**src/verilog/mipsFetchPkg.sv**
```systemverilog
package mipsFetchPkg;

  // Instruction memory geometry
  localparam int IMEM_WORDS = 512;                  // Words in the array
  localparam int IMEM_AW    = $clog2(IMEM_WORDS);   // Word address width, 9 bits

  // APB register map
  localparam int APB_AW = 12;                        // Byte address width on APB

  localparam logic [APB_AW-1:0] REG_CTRL     = 12'h000; // Bit 0 is run
  localparam logic [APB_AW-1:0] REG_BOOTPC   = 12'h004; // PC loaded when fetch starts
  localparam logic [APB_AW-1:0] REG_FETCHCNT = 12'h008; // Delivered count, read only
  localparam logic [APB_AW-1:0] IMEM_BASE    = 12'h800; // Memory window 0x800..0xFFF

  // Opcodes resolved or predicted in fetch
  localparam logic [5:0] OP_J   = 6'd2;  // Jump
  localparam logic [5:0] OP_JAL = 6'd3;  // Jump and link, same target rule
  localparam logic [5:0] OP_BEQ = 6'd4;  // Branch if equal
  localparam logic [5:0] OP_BNE = 6'd5;  // Branch if not equal

  // J format view of a word
  typedef struct packed {
    logic [5:0]  op;      // Opcode
    logic [25:0] target;  // Word index inside the 256 MB region
  } mipsJType_s;

  // I format view of a word
  typedef struct packed {
    logic [5:0]  op;   // Opcode
    logic [4:0]  rs;   // Source register
    logic [4:0]  rt;   // Second source or destination
    logic [15:0] imm;  // Signed word offset for branches
  } mipsIType_s;

  // One fetched word, read both ways by the sequencer
  typedef union packed {
    mipsJType_s jType;  // Jump target decode
    mipsIType_s iType;  // Branch offset decode
  } mipsInstr_u;

endpackage

```
**src/verilog/FetchSequencer.sv**
```systemverilog
module FetchSequencer
  import mipsFetchPkg::*;
(
  input  logic               clk,
  input  logic               arstN,
  input  logic               run,         // Fetch enable from the bridge
  input  logic [31:0]        bootPc,      // Start address
  input  logic               stall,       // Back-pressure from decode
  input  logic               redirect,    // Misprediction fix from execute
  input  logic [31:0]        redirectPc,  // Corrected address
  input  mipsInstr_u         fetchData,   // Word in the memory output register
  output logic [IMEM_AW-1:0] fetchAddr,   // Word address issued this cycle
  output logic [31:0]        instrPc,     // PC of the delivered word
  output logic               instrValid,  // Delivered word is on the correct path
  output logic [31:0]        fetchCount   // Delivered instructions
);

  logic [31:0] seqPc;         // Issue address when nothing is predicted
  logic [31:0] issuePc;       // Address sent to memory this cycle
  logic [31:0] pcPlus4;       // Fall-through of the delivered word
  logic [31:0] jumpTarget;    // J and JAL target
  logic [31:0] branchOffset;  // Sign-extended word offset in bytes
  logic [31:0] branchTarget;  // Taken BEQ or BNE target
  logic        isJump;        // Delivered word is a valid J or JAL
  logic        isBackBranch;  // Delivered word is a valid backward BEQ or BNE

  // Decode the delivered word both ways
  assign pcPlus4 = instrPc + 32'd4;

  assign isJump = instrValid &&
                  (fetchData.jType.op == OP_J || fetchData.jType.op == OP_JAL);

  assign isBackBranch = instrValid &&
                        (fetchData.iType.op == OP_BEQ || fetchData.iType.op == OP_BNE) &&
                        fetchData.iType.imm[15];  // Negative offset, predict taken

  assign jumpTarget   = {pcPlus4[31:28], fetchData.jType.target, 2'b00};
  assign branchOffset = {{14{fetchData.iType.imm[15]}}, fetchData.iType.imm, 2'b00};
  assign branchTarget = pcPlus4 + branchOffset;

  // Prediction overrides the sequential address in the same cycle
  // so the target is delivered right behind the jump or branch
  always_comb begin
    if (isJump) begin
      issuePc = jumpTarget;
    end else if (isBackBranch) begin
      issuePc = branchTarget;
    end else begin
      issuePc = seqPc;              // Forward branches fall through
    end
  end

  assign fetchAddr = issuePc[IMEM_AW+1:2];  // Word index into the 512-word memory

  // PC and the record of the word now in the memory output register
  always_ff @(posedge clk or negedge arstN) begin
    if (!arstN) begin
      seqPc      <= '0;
      instrPc    <= '0;
      instrValid <= 1'b0;
    end else if (!run) begin
      seqPc      <= bootPc;         // Parked on the boot PC, loaded on the run edge
      instrValid <= 1'b0;           // Stop drops the delivered word
    end else if (!stall) begin
      instrPc <= issuePc;           // Follows the word into the memory register
      if (redirect) begin
        seqPc      <= redirectPc;   // Issued next cycle
        instrValid <= 1'b0;         // Squash the wrong-path word issued now
      end else begin
        seqPc      <= issuePc + 32'd4;
        instrValid <= 1'b1;
      end
    end
  end

  // Delivered count, a word is handed over when valid and not held
  always_ff @(posedge clk or negedge arstN) begin
    if (!arstN) begin
      fetchCount <= '0;
    end else if (instrValid && !stall) begin
      fetchCount <= fetchCount + 32'd1;
    end
  end

endmodule

```
**config.mk**
```make
export PLATFORM = sky130hd
export DESIGN_NAME = FetchSequencer
export DESIGN_NICKNAME = d
export VERILOG_FILES = /design/src/verilog/mipsFetchPkg.sv /design/src/verilog/FetchSequencer.sv
export SDC_FILE = /design/constraint.sdc
export NUM_CORES = 1
export LEC_CHECK = 0
export BUFFER_PORTS_ARGS = -buffer_cell sky130_fd_sc_hd__buf_2
export CAP_MARGIN = 10
export CELL_PAD_IN_SITES_DETAIL_PLACEMENT = 1
export CELL_PAD_IN_SITES_GLOBAL_PLACEMENT = 1
export CORE_ASPECT_RATIO = 0.75
export CORE_MARGIN = 2
export CORE_UTILIZATION = 30
export DETAILED_ROUTE_END_ITERATION = 8
export PLACE_DENSITY_LB_ADDON = 0.1
export RECOVER_POWER = 50
export SLEW_MARGIN = 30
export SYNTH_ARGS = -nofsm -noshare
export SYNTH_HDL_FRONTEND = slang
export SYNTH_SLANG_ARGS = --single-unit
```
**constraint.sdc**
```tcl
create_clock -name clk -period 11.1 [get_ports clk]
set_input_delay 1.11 -clock clk [delete_from_list [all_inputs] [get_ports clk]]
set_output_delay 1.11 -clock clk [all_outputs]
set_load 0.01 [all_outputs]
```
==> results.ini <==
[timing]
rsz0062_at_grt = no
slew_violations = 205
hold_viol_final = 0
relSlewSlack = -1.31
period_minus_slack_ns = 5.54
finalCritPeriodShare = 0.499
fin_skew_ns = 0.0158
tightest_slew_ns = 3.46
tns_ns = 0
finalSetupViolCount = 0
max_freq_mhz = 180

[drt]
ant_nets = 0
vias_per_cell = 5.38
wire_per_inst_um = 20.9
wl_um = 30500
vias = 7849
drc = 0
drtIter0Drc = 464
drt-pass1-iter-count = 5

[synthesis]
synth_mux_area_frac = 0.0437
synth_edf_count = 0
ys_types = 86
yosys-top-cells-area = dfrtp_1 30%, xnor2_1 7.4%, nand2_1 5.6%
syn_nets = 1104
yosys.area_share.simple = 0.227
synthXorXnorAreaFrac = 0.103
ys_async_sr_fraction = 1.00
synthAdderAreaFrac = 0.0551
seq_area_frac_synth = 0.300
synth_compound_area_frac = 0.225
synth_top_flop_cell = dfrtp_1
yosysWarnings = 0
syn-cell-area_sq_mm = 0.00808
syn_inst = 968
avgSynthCellArea_sq_um = 8.35
ys_ff_latch = 97
synth_top_family_by_area = simple AND/OR/NAND/NOR gates
synth_top_cell_by_area = dfrtp_1
synth_top_area_frac = 0.300

[layout]
final_cells = 1458
drive_above_1_share = 0.177
area_delta_synth_final_pct = 16.4
regArea_sq_mm = 0.00243
num-nets-final = 1237
fillCellCount = 3194
multi_input_area_sq_mm = 0.00529

[clock_tree]
cts_tree = built
clk_pin_slew_ns = 0.08
h-tree-depth = 3
cts_inserted_buffers = 9
post_cts_resized = 0
clk_latency_ns = 0.38
clkSinkCount = 97
root_buffer = clkbuf_16
hold_buffers = 0
post_cts_buffers = 0
clk_path_buf_depth = 2

[worst_setup_path]
critPathSlowestCell = clkbuf_1
crit_path_end_kind = async pin
crit_path_start_kind = primary input
critPathBufInv = 2
worstPathRequired_ns = 10.80
crit_chain = clkbuf_1, clkbuf_1
critPathTopFamily = buffers and inverters
crit_type = primary input to async pin
cp_max_fo = 61
critPathArrivalTime_ns = 5.25
cp_common_cell = clkbuf_1
cp_slowest_stage_delay_ns = 2.54

[floorplanning]
coreArea_sq_mm = 0.0262
die_area_sq_mm = 0.0283
io-pin-count = 175
core.rowCount = 51
die_w_um = 194
start_util = 0.308
die_y_um = 146

[job]
maxCapViolCount = 4

[placement]
dp_cells = 1434
gp_congestion = 0.832
io_buffers = 173
hpwlAfterDp_um = 23800

[worst_hold_path]
hold_class = flip-flop to flip-flop

[global_route]
grt_pass1_wl_um = 47700
overflow = 0
grt_max_degree = 62
antenna_found_initial = 14
track_usage = 0.217
grt_pass1_vias = 7887

[run_status]
status = finished with violations
violations = max-capacitance violations, max-slew violations

[pwr]
power.density_mw_per_mm2 = 134
p_leak_nw = 4.10
ir_worst_vdd_v = 0.0000851

## cell type report
type                            count  share of cell area
Antenna cell                        8             0.00213
Clock buffer                        9              0.0239
Inverter                           22             0.00878
Multi-Input combinational cell    790               0.562
Tap cell                          344              0.0457
Clock inverter                      7             0.00851
Timing Repair Buffer              181              0.0910
Sequential cell                    97               0.258
## kinds of logic after synthesis
family,after synthesis
multiplexers,33
buffers and inverters,81
flip-flops,97
XOR/XNOR,95
AO/OA/AOI/OAI,276
adder cells (fa/ha/maj),35
AND/OR/NAND/NOR,351
## where the power goes
| part | switching (mW) | leakage (nW) | total [mW] | internal [mW] |
|---|---|---|---|---|
| sequential | 0.0560 | 1.22 | 0.448 | 0.392 |
| clock | 0.177 | 0.146 | 0.338 | 0.161 |
| combinational | 0.294 | 2.74 | 0.477 | 0.183 |
| total | 0.527 | 4.10 | 1.26 | 0.737 |
## per-stage QoR
stage / util / hold WS (ns) / power, mW / area (sq um) / setup WS (ns)
4_1_cts: 0.361 / 0.476 / 1.28 / 9460 / 5.84
5_1_grt: 0.358 / 0.514 / 1.35 / 9390 / 4.54
3_3_place_gp: 0.349 / 0.459 / 0.925 / 9160 / 5.98
6_report: 0.359 / 0.475 / 1.26 / 9410 / 5.56
3_5_place_dp: 0.349 / 0.461 / 0.930 / 9160 / 5.88
2_1_floorplan: - / 0.478 / 0.757 / 8080 / 7.01
## path summary, 6_finish.rpt
path | slack [ns] | end | startpoint | cells after the start
worst max-delay path | 5.56 | instrPc[22]$_DFFE_PN0P_ | arstN | 2
worst min-delay path | 0.47 | fetchCount[31]$_DFFE_PN0P_ | fetchCount[31]$_DFFE_PN0P_ | 1
worst max register to register | 5.76 | seqPc[30]$_DFFE_PN0P_ | instrPc[4]$_DFFE_PN0P_ | 18
worst min register to register | 0.47 | fetchCount[31]$_DFFE_PN0P_ | fetchCount[31]$_DFFE_PN0P_ | 1
max in group clk | 5.76 | seqPc[30]$_DFFE_PN0P_ | instrPc[4]$_DFFE_PN0P_ | 18
min in group asynchronous | 1.36 | fetchCount[0]$_DFFE_PN0P_ | arstN | 1
## cells in the final DEF, fill, tap and decap left out, types with 23 or more instances in the layout
cell,count
nand2_1,120
buf_2,120
dfrtp_1,97
o21ai_0,72
xnor2_1,68
nor2_1,60
a21oi_1,58
clkbuf_1,54
nand3_1,38
ha_1,34
xor2_1,27
nand4_1,27
nor3_1,23
## registers in the layout, indices dropped and copies added (netlist names)
| signal | flops |
|---|---|
| instrValid | 1 |
| seqPc | 32 |
| instrPc | 32 |
| fetchCount | 32 |
## layer usage
layer	vias to the layer above	GRT usage	routed length, um
met4	10	0.0324	196
met3	20	0.0598	1900
li1	3810	-	-
met5	-	0	65
met1	3862	0.335	16300
met2	147	0.301	12000
## cell usage after synthesis, drive strengths merged (5+ instances only)
cell and n:
xnor2 68, and4 7, a21oi 59, a22oi 5
o21ai 89, nand2b 8, o22ai 7, and2 8
clkbuf 35, ha 34, and3 16, nand3 39
nand2 122, o21a 16, a21o 13, nand4 27
o221ai 8, a211oi 7, a22o 5, buf 24
xor2 27, a31oi 8, o31ai 11, mux2 18
nor2b 5, dfrtp 97, or2 5, nor4 10
o211ai 20, inv 21, nor3 26, mux2i 15
nor2 62
Power figures use the tool's default switching activity.
