==> config.mk <==
export PLATFORM = sky130hd
export DESIGN_NAME = ApbImemBridge_flat
export DESIGN_NICKNAME = d
export VERILOG_FILES = /design/src/verilog/mipsFetchPkg.sv /design/src/verilog/imemIf.sv /design/src/verilog/ApbImemBridge.sv /design/src/flat_wrapper.sv
export SDC_FILE = /design/constraint.sdc
export NUM_CORES = 1
export LEC_CHECK = 0
export BUFFER_PORTS_ARGS = -buffer_cell sky130_fd_sc_hd__buf_2
export CELL_PAD_IN_SITES_DETAIL_PLACEMENT = 0
export CELL_PAD_IN_SITES_GLOBAL_PLACEMENT = 2
export CORE_MARGIN = 2
export CORE_UTILIZATION = 21
export DETAILED_ROUTE_END_ITERATION = 16
export PLACE_DENSITY_LB_ADDON = 0.1
export SKIP_LAST_GASP = 1
export SLEW_MARGIN = 25
export SYNTH_ARGS = -nofsm -noshare
export SYNTH_HDL_FRONTEND = slang
export SYNTH_SLANG_ARGS = --single-unit
==> constraint.sdc <==
create_clock -name clk -period 3.9 [get_ports clk]
set_clock_uncertainty 0.2 [all_clocks]
set_input_delay 0.585 -clock clk [delete_from_list [all_inputs] [get_ports clk]]
set_output_delay 0.585 -clock clk [all_outputs]
set_load 0.005 [all_outputs]
==> src/verilog/mipsFetchPkg.sv <==
package mipsFetchPkg;

  // Instruction memory geometry
  localparam int IMEM_WORDS = 512;                  // Words in the array
  localparam int IMEM_AW    = $clog2(IMEM_WORDS);   // Word address width, 9 bits

  // APB register map
  localparam int APB_AW = 12;                        // Byte address width on APB

  localparam logic [APB_AW-1:0] REG_CTRL     = 12'h000; // Bit 0 is run
  localparam logic [APB_AW-1:0] REG_BOOTPC   = 12'h004; // PC loaded when fetch starts
  localparam logic [APB_AW-1:0] REG_FETCHCNT = 12'h008; // Delivered count, read only
  localparam logic [APB_AW-1:0] IMEM_BASE    = 12'h800; // Memory window 0x800..0xFFF

  // Opcodes resolved or predicted in fetch
  localparam logic [5:0] OP_J   = 6'd2;  // Jump
  localparam logic [5:0] OP_JAL = 6'd3;  // Jump and link, same target rule
  localparam logic [5:0] OP_BEQ = 6'd4;  // Branch if equal
  localparam logic [5:0] OP_BNE = 6'd5;  // Branch if not equal

  // J format view of a word
  typedef struct packed {
    logic [5:0]  op;      // Opcode
    logic [25:0] target;  // Word index inside the 256 MB region
  } mipsJType_s;

  // I format view of a word
  typedef struct packed {
    logic [5:0]  op;   // Opcode
    logic [4:0]  rs;   // Source register
    logic [4:0]  rt;   // Second source or destination
    logic [15:0] imm;  // Signed word offset for branches
  } mipsIType_s;

  // One fetched word, read both ways by the sequencer
  typedef union packed {
    mipsJType_s jType;  // Jump target decode
    mipsIType_s iType;  // Branch offset decode
  } mipsInstr_u;

endpackage

==> src/verilog/imemIf.sv <==
interface imemIf
  import mipsFetchPkg::*;
();

  logic               hostEn;     // Access strobe, one cycle per word
  logic               hostWe;     // High for write, low for read
  logic [IMEM_AW-1:0] hostAddr;   // Word address
  logic [31:0]        hostWData;  // Stored at the edge with hostEn and hostWe
  logic [31:0]        hostRData;  // Valid the cycle after a read strobe

  // APB side drives the strobe, address and data
  modport host (
    output hostEn, hostWe, hostAddr, hostWData,
    input  hostRData
  );

  // Memory side answers with read data
  modport mem (
    input  hostEn, hostWe, hostAddr, hostWData,
    output hostRData
  );

endinterface

==> src/verilog/ApbImemBridge.sv <==
module ApbImemBridge
  import mipsFetchPkg::*;
(
  input  logic              clk,
  input  logic              arstN,
  input  logic              psel,
  input  logic              penable,
  input  logic              pwrite,
  input  logic [APB_AW-1:0] paddr,
  input  logic [31:0]       pwdata,
  input  logic [31:0]       fetchCount,  // Delivered count from the sequencer
  output logic [31:0]       prdata,
  output logic              pready,
  output logic              pslverr,
  output logic              run,         // Fetch enable
  output logic [31:0]       bootPc,      // Start address for fetch
  imemIf.host               host         // Memory load and readback port
);

  logic access;    // APB access phase
  logic inWindow;  // Address falls in the memory window
  logic regHit;    // Address is one of the control registers
  logic refuse;    // Transfer ends with pslverr and no effect
  logic memRead;   // Window read that goes to the memory
  logic readWait;  // Second access cycle of a window read

  assign access   = psel && penable;
  assign inWindow = paddr >= IMEM_BASE;
  assign regHit   = paddr inside {REG_CTRL, REG_BOOTPC, REG_FETCHCNT};

  // Window is locked while fetching, anything else off the map is an error
  assign refuse  = inWindow ? run : !regHit;
  assign memRead = access && inWindow && !pwrite && !run;

  // Memory reads wait one cycle for hostRData, everything else is zero wait
  assign pready  = access && (!memRead || readWait);
  assign pslverr = pready && refuse;

  // Host port strobes in the first access cycle only
  assign host.hostEn    = access && inWindow && !run && !readWait;
  assign host.hostWe    = pwrite;
  assign host.hostAddr  = paddr[IMEM_AW+1:2];  // Word select, byte lanes ignored
  assign host.hostWData = pwdata;

  always_ff @(posedge clk or negedge arstN) begin
    if (!arstN) begin
      readWait <= 1'b0;
    end else begin
      readWait <= memRead && !readWait;  // Set for exactly one cycle
    end
  end

  // Control register writes
  always_ff @(posedge clk or negedge arstN) begin
    if (!arstN) begin
      run    <= 1'b0;
      bootPc <= '0;
    end else if (access && pwrite && !refuse) begin
      case (paddr)
        REG_CTRL:   run    <= pwdata[0];
        REG_BOOTPC: bootPc <= pwdata;
        default:    ;                      // Count is read only, window writes go to host
      endcase
    end
  end

  // Read mux
  always_comb begin
    prdata = '0;
    if (!refuse) begin
      if (inWindow) begin
        prdata = host.hostRData;           // Valid in the completing cycle
      end else begin
        case (paddr)
          REG_CTRL:     prdata = {31'b0, run};
          REG_BOOTPC:   prdata = bootPc;
          REG_FETCHCNT: prdata = fetchCount;
          default:      prdata = '0;
        endcase
      end
    end
  end

endmodule

==> src/flat_wrapper.sv <==
// flat-port wrapper written by rule: the top's interface ports become plain ports
module ApbImemBridge_flat import mipsFetchPkg::*;
  (clk, arstN, psel, penable, pwrite, paddr, pwdata, fetchCount, prdata, pready, pslverr, run, bootPc, host_hostEn, host_hostWe, host_hostAddr, host_hostWData, host_hostRData);
  imemIf host_i ();
  input  logic clk;
  input  logic arstN;
  input  logic psel;
  input  logic penable;
  input  logic pwrite;
  input  logic [APB_AW-1:0] paddr;
  input  logic [31:0] pwdata;
  input  logic [31:0] fetchCount;
  output logic [31:0] prdata;
  output logic pready;
  output logic pslverr;
  output logic run;
  output logic [31:0] bootPc;
  output wire logic [$bits(host_i.hostEn)-1:0] host_hostEn;
  output wire logic [$bits(host_i.hostWe)-1:0] host_hostWe;
  output wire logic [$bits(host_i.hostAddr)-1:0] host_hostAddr;
  output wire logic [$bits(host_i.hostWData)-1:0] host_hostWData;
  input wire logic [$bits(host_i.hostRData)-1:0] host_hostRData;
  assign host_hostEn = host_i.hostEn;
  assign host_hostWe = host_i.hostWe;
  assign host_hostAddr = host_i.hostAddr;
  assign host_hostWData = host_i.hostWData;
  assign host_i.hostRData = host_hostRData;
  ApbImemBridge u_core (.clk(clk), .arstN(arstN), .psel(psel), .penable(penable), .pwrite(pwrite), .paddr(paddr), .pwdata(pwdata), .fetchCount(fetchCount), .prdata(prdata), .pready(pready), .pslverr(pslverr), .run(run), .bootPc(bootPc), .host(host_i));
endmodule
==> impl_metrics.ini <==
[timing]
hold_viol = 0
period_minus_slack_ns = 2.77
period_share = 0.711
slew_violations = 0
tightestPinTransition_ns = 0.819
whs_ns = 0.206
rsz0062_at_grt = no
setup_viol = 0
max_freq_mhz = 361
maxSlewHeadroom = 0.454
tns_ns = 0

[layout]
layout_common_cells = buf_2 (222), dfrtp_1 (34), and2_1 (31)
drive_gt1_frac = 0.703
register_area_um2 = 851
nFillCells = 1242
syn2layout_area_growth_pct = 44.9
antenna_cells = 0
final_common_cell = buf_2
multi_input_area_um2 = 1210
final_nets = 502

[pwr]
vdd_ir_drop_max_uv = 155
powerDensity_nw_per_um2 = 259
leakage_nw = 2.10

[worst_setup_path]
cpLargestDelayFamily = simple AND/OR/NAND/NOR gates
path_cells = buf_2 > nor4_4 > and4_1 > buf_4 > a221o_1 > buf_2
crit_path_max_incr_delay_ns = 0.43
cp_common_cell = buf_2
slowest_stage = nor4_4
crit_start = paddr[5]
cp.required_ns = 3.12
worstPathArrival_ns = 1.99
worstSetupStartpointType = primary input
crit_path_end_kind = output pin
cp_max_fo = 17
r2r_start = u_core.run
cp_num_buf_inv = 3
path_class = primary input to output pin

[global_routing]
overflow = 0
grt_pass1_wl_um = 12100
grtUsageTotal = 0.122
grt_max_degree = 35
antenna_found_initial = 0
first_global_vias = 2228

[detailed_routing]
route.vias.total = 2253
antenna_left = 0
dr.pass1.iters = 4
via_per_inst = 4.23
drc_errors = 0
wirelength_um = 8020
post_drt_wl_per_cell_um = 15.1
drt_iter0_markers = 60

[clocking]
post_cts_resized = 0
clkSlewWorstSetupHoldPaths_ns = 0.06
cts.sinks = 34
cts_setup_buffers = 0
clkLatencyLatePin_ns = 0.27
cts_made_buffers = 5
cts_root_buf = clkbuf_16
hold_buffers = 0
cts_tree = yes
htreeDepth = 2
cts.path.max_buffers = 2

[floorplanning]
core_area_um2 = 11400
fp.dieH_um = 112
dieWidth_um = 112
start_util = 0.214
die-area_um2 = 12500
placementRows = 39
ioPinCount = 223

[logic_synthesis]
netlist_instances = 208
ys_seq_area_frac = 0.347
synth_seq_cells = 34
synth_area_per_cell_um2 = 11.8
synthFlopType = dfrtp_1
ys_types = 27
synth_fp_nets = 321
synthArstFlopShare = 1.00
yosysWarnings = 0
synth_edf_count = 0
syn_area_um2 = 2450

[placement]
place_congestion = 0.723
port_buffers = 222
place_hpwl_um = 6260

[job]
maxCapViolCount = 0

[hold_path]
min_path_type = primary input to async pin

[run_status]
status = complete, no violations
[state kept, by name (all words and copies together), names as in the netlist]
name,flops
u_core.bootPc,32
u_core.readWait,1
u_core.run,1
[cells in the mapped netlist (2+ instances only)]
cell	count	area share
clkbuf_1	3	0.0046
nor3_1	3	0.0061
nor4_4	2	0.017
nor2_1	2	0.0031
mux2_2	3	0.014
and2_1	31	0.079
and4_1	2	0.0072
dfrtp_1	34	0.35
buf_2	6	0.012
buf_6	3	0.014
mux2_4	30	0.18
nor2b_1	3	0.0077
a221o_1	30	0.12
a32o_1	2	0.0082
buf_4	42	0.13
[through the flow]
stage	worst slack, ns	cells	util	power [mW]	cell area (um2)
2_1_floorplan	1.56	208	-	0.438	2450
3_3_place_gp	0.973	525	0.297	0.526	3400
3_5_place_dp	1.04	525	0.297	0.525	3400
4_1_cts	1.04	533	0.311	0.944	3550
5_1_grt	0.942	533	0.311	0.973	3550
6_report	1.13	533	0.311	0.918	3550
[area by class of cell]
cell class              count  share of cell area
multi-input cells         120               0.341
flip-flops and latches     34               0.240
repair buffers            228               0.326
well taps                 143              0.0504
clock buffers               6              0.0392
clock inverters             2             0.00353
[worst reg2reg max path, stage by stage, from the launching register on]
cell and delay (ns):
dfrtp_1 0.44, nand2b_1 0.20, nor4_1 0.22
[worst paths after layout]
kind / to / slack [ns] / cells past startpoint
max in group asynchronous: u_core.bootPc[0] / 2.77 / 1
hold / removal: u_core.bootPc[19] / 0.21 / 1
hold reg to reg: u_core.readWait / 0.27 / 1
setup / recovery: prdata[13] / 1.13 / 6
min in group clk: u_core.readWait / 0.27 / 1
setup reg to reg: u_core.readWait / 2.74 / 2
[cell families after synthesis]
group,count (synthesis),share of synthesized area
AOI/OAI and AO/OA,36,0.144
and+or+nand+nor,50,0.148
DFF,34,0.347
muxes,34,0.202
buffers and inverters,54,0.159
[routing by layer]
metal / GRT usage / wire length (um) / up-vias
li1: - / - / 1096
met1: 0.148 / 3330 / 1037
met2: 0.219 / 4030 / 115
met3: 0.0294 / 608 / 5
met4: 0.0244 / 51 / 0
met5: 0 / 0 / -
[where the power goes]
| part | total (mW) | internal [mW] | switching (mW) | leakage (nW) |
|---|---|---|---|---|
| logic | 0.161 | 0.0914 | 0.0692 | 1.56 |
| registers | 0.354 | 0.354 | 0.000587 | 0.475 |
| clock network | 0.403 | 0.253 | 0.151 | 0.0729 |
No activity file was read; power rests on OpenSTA's default activity.
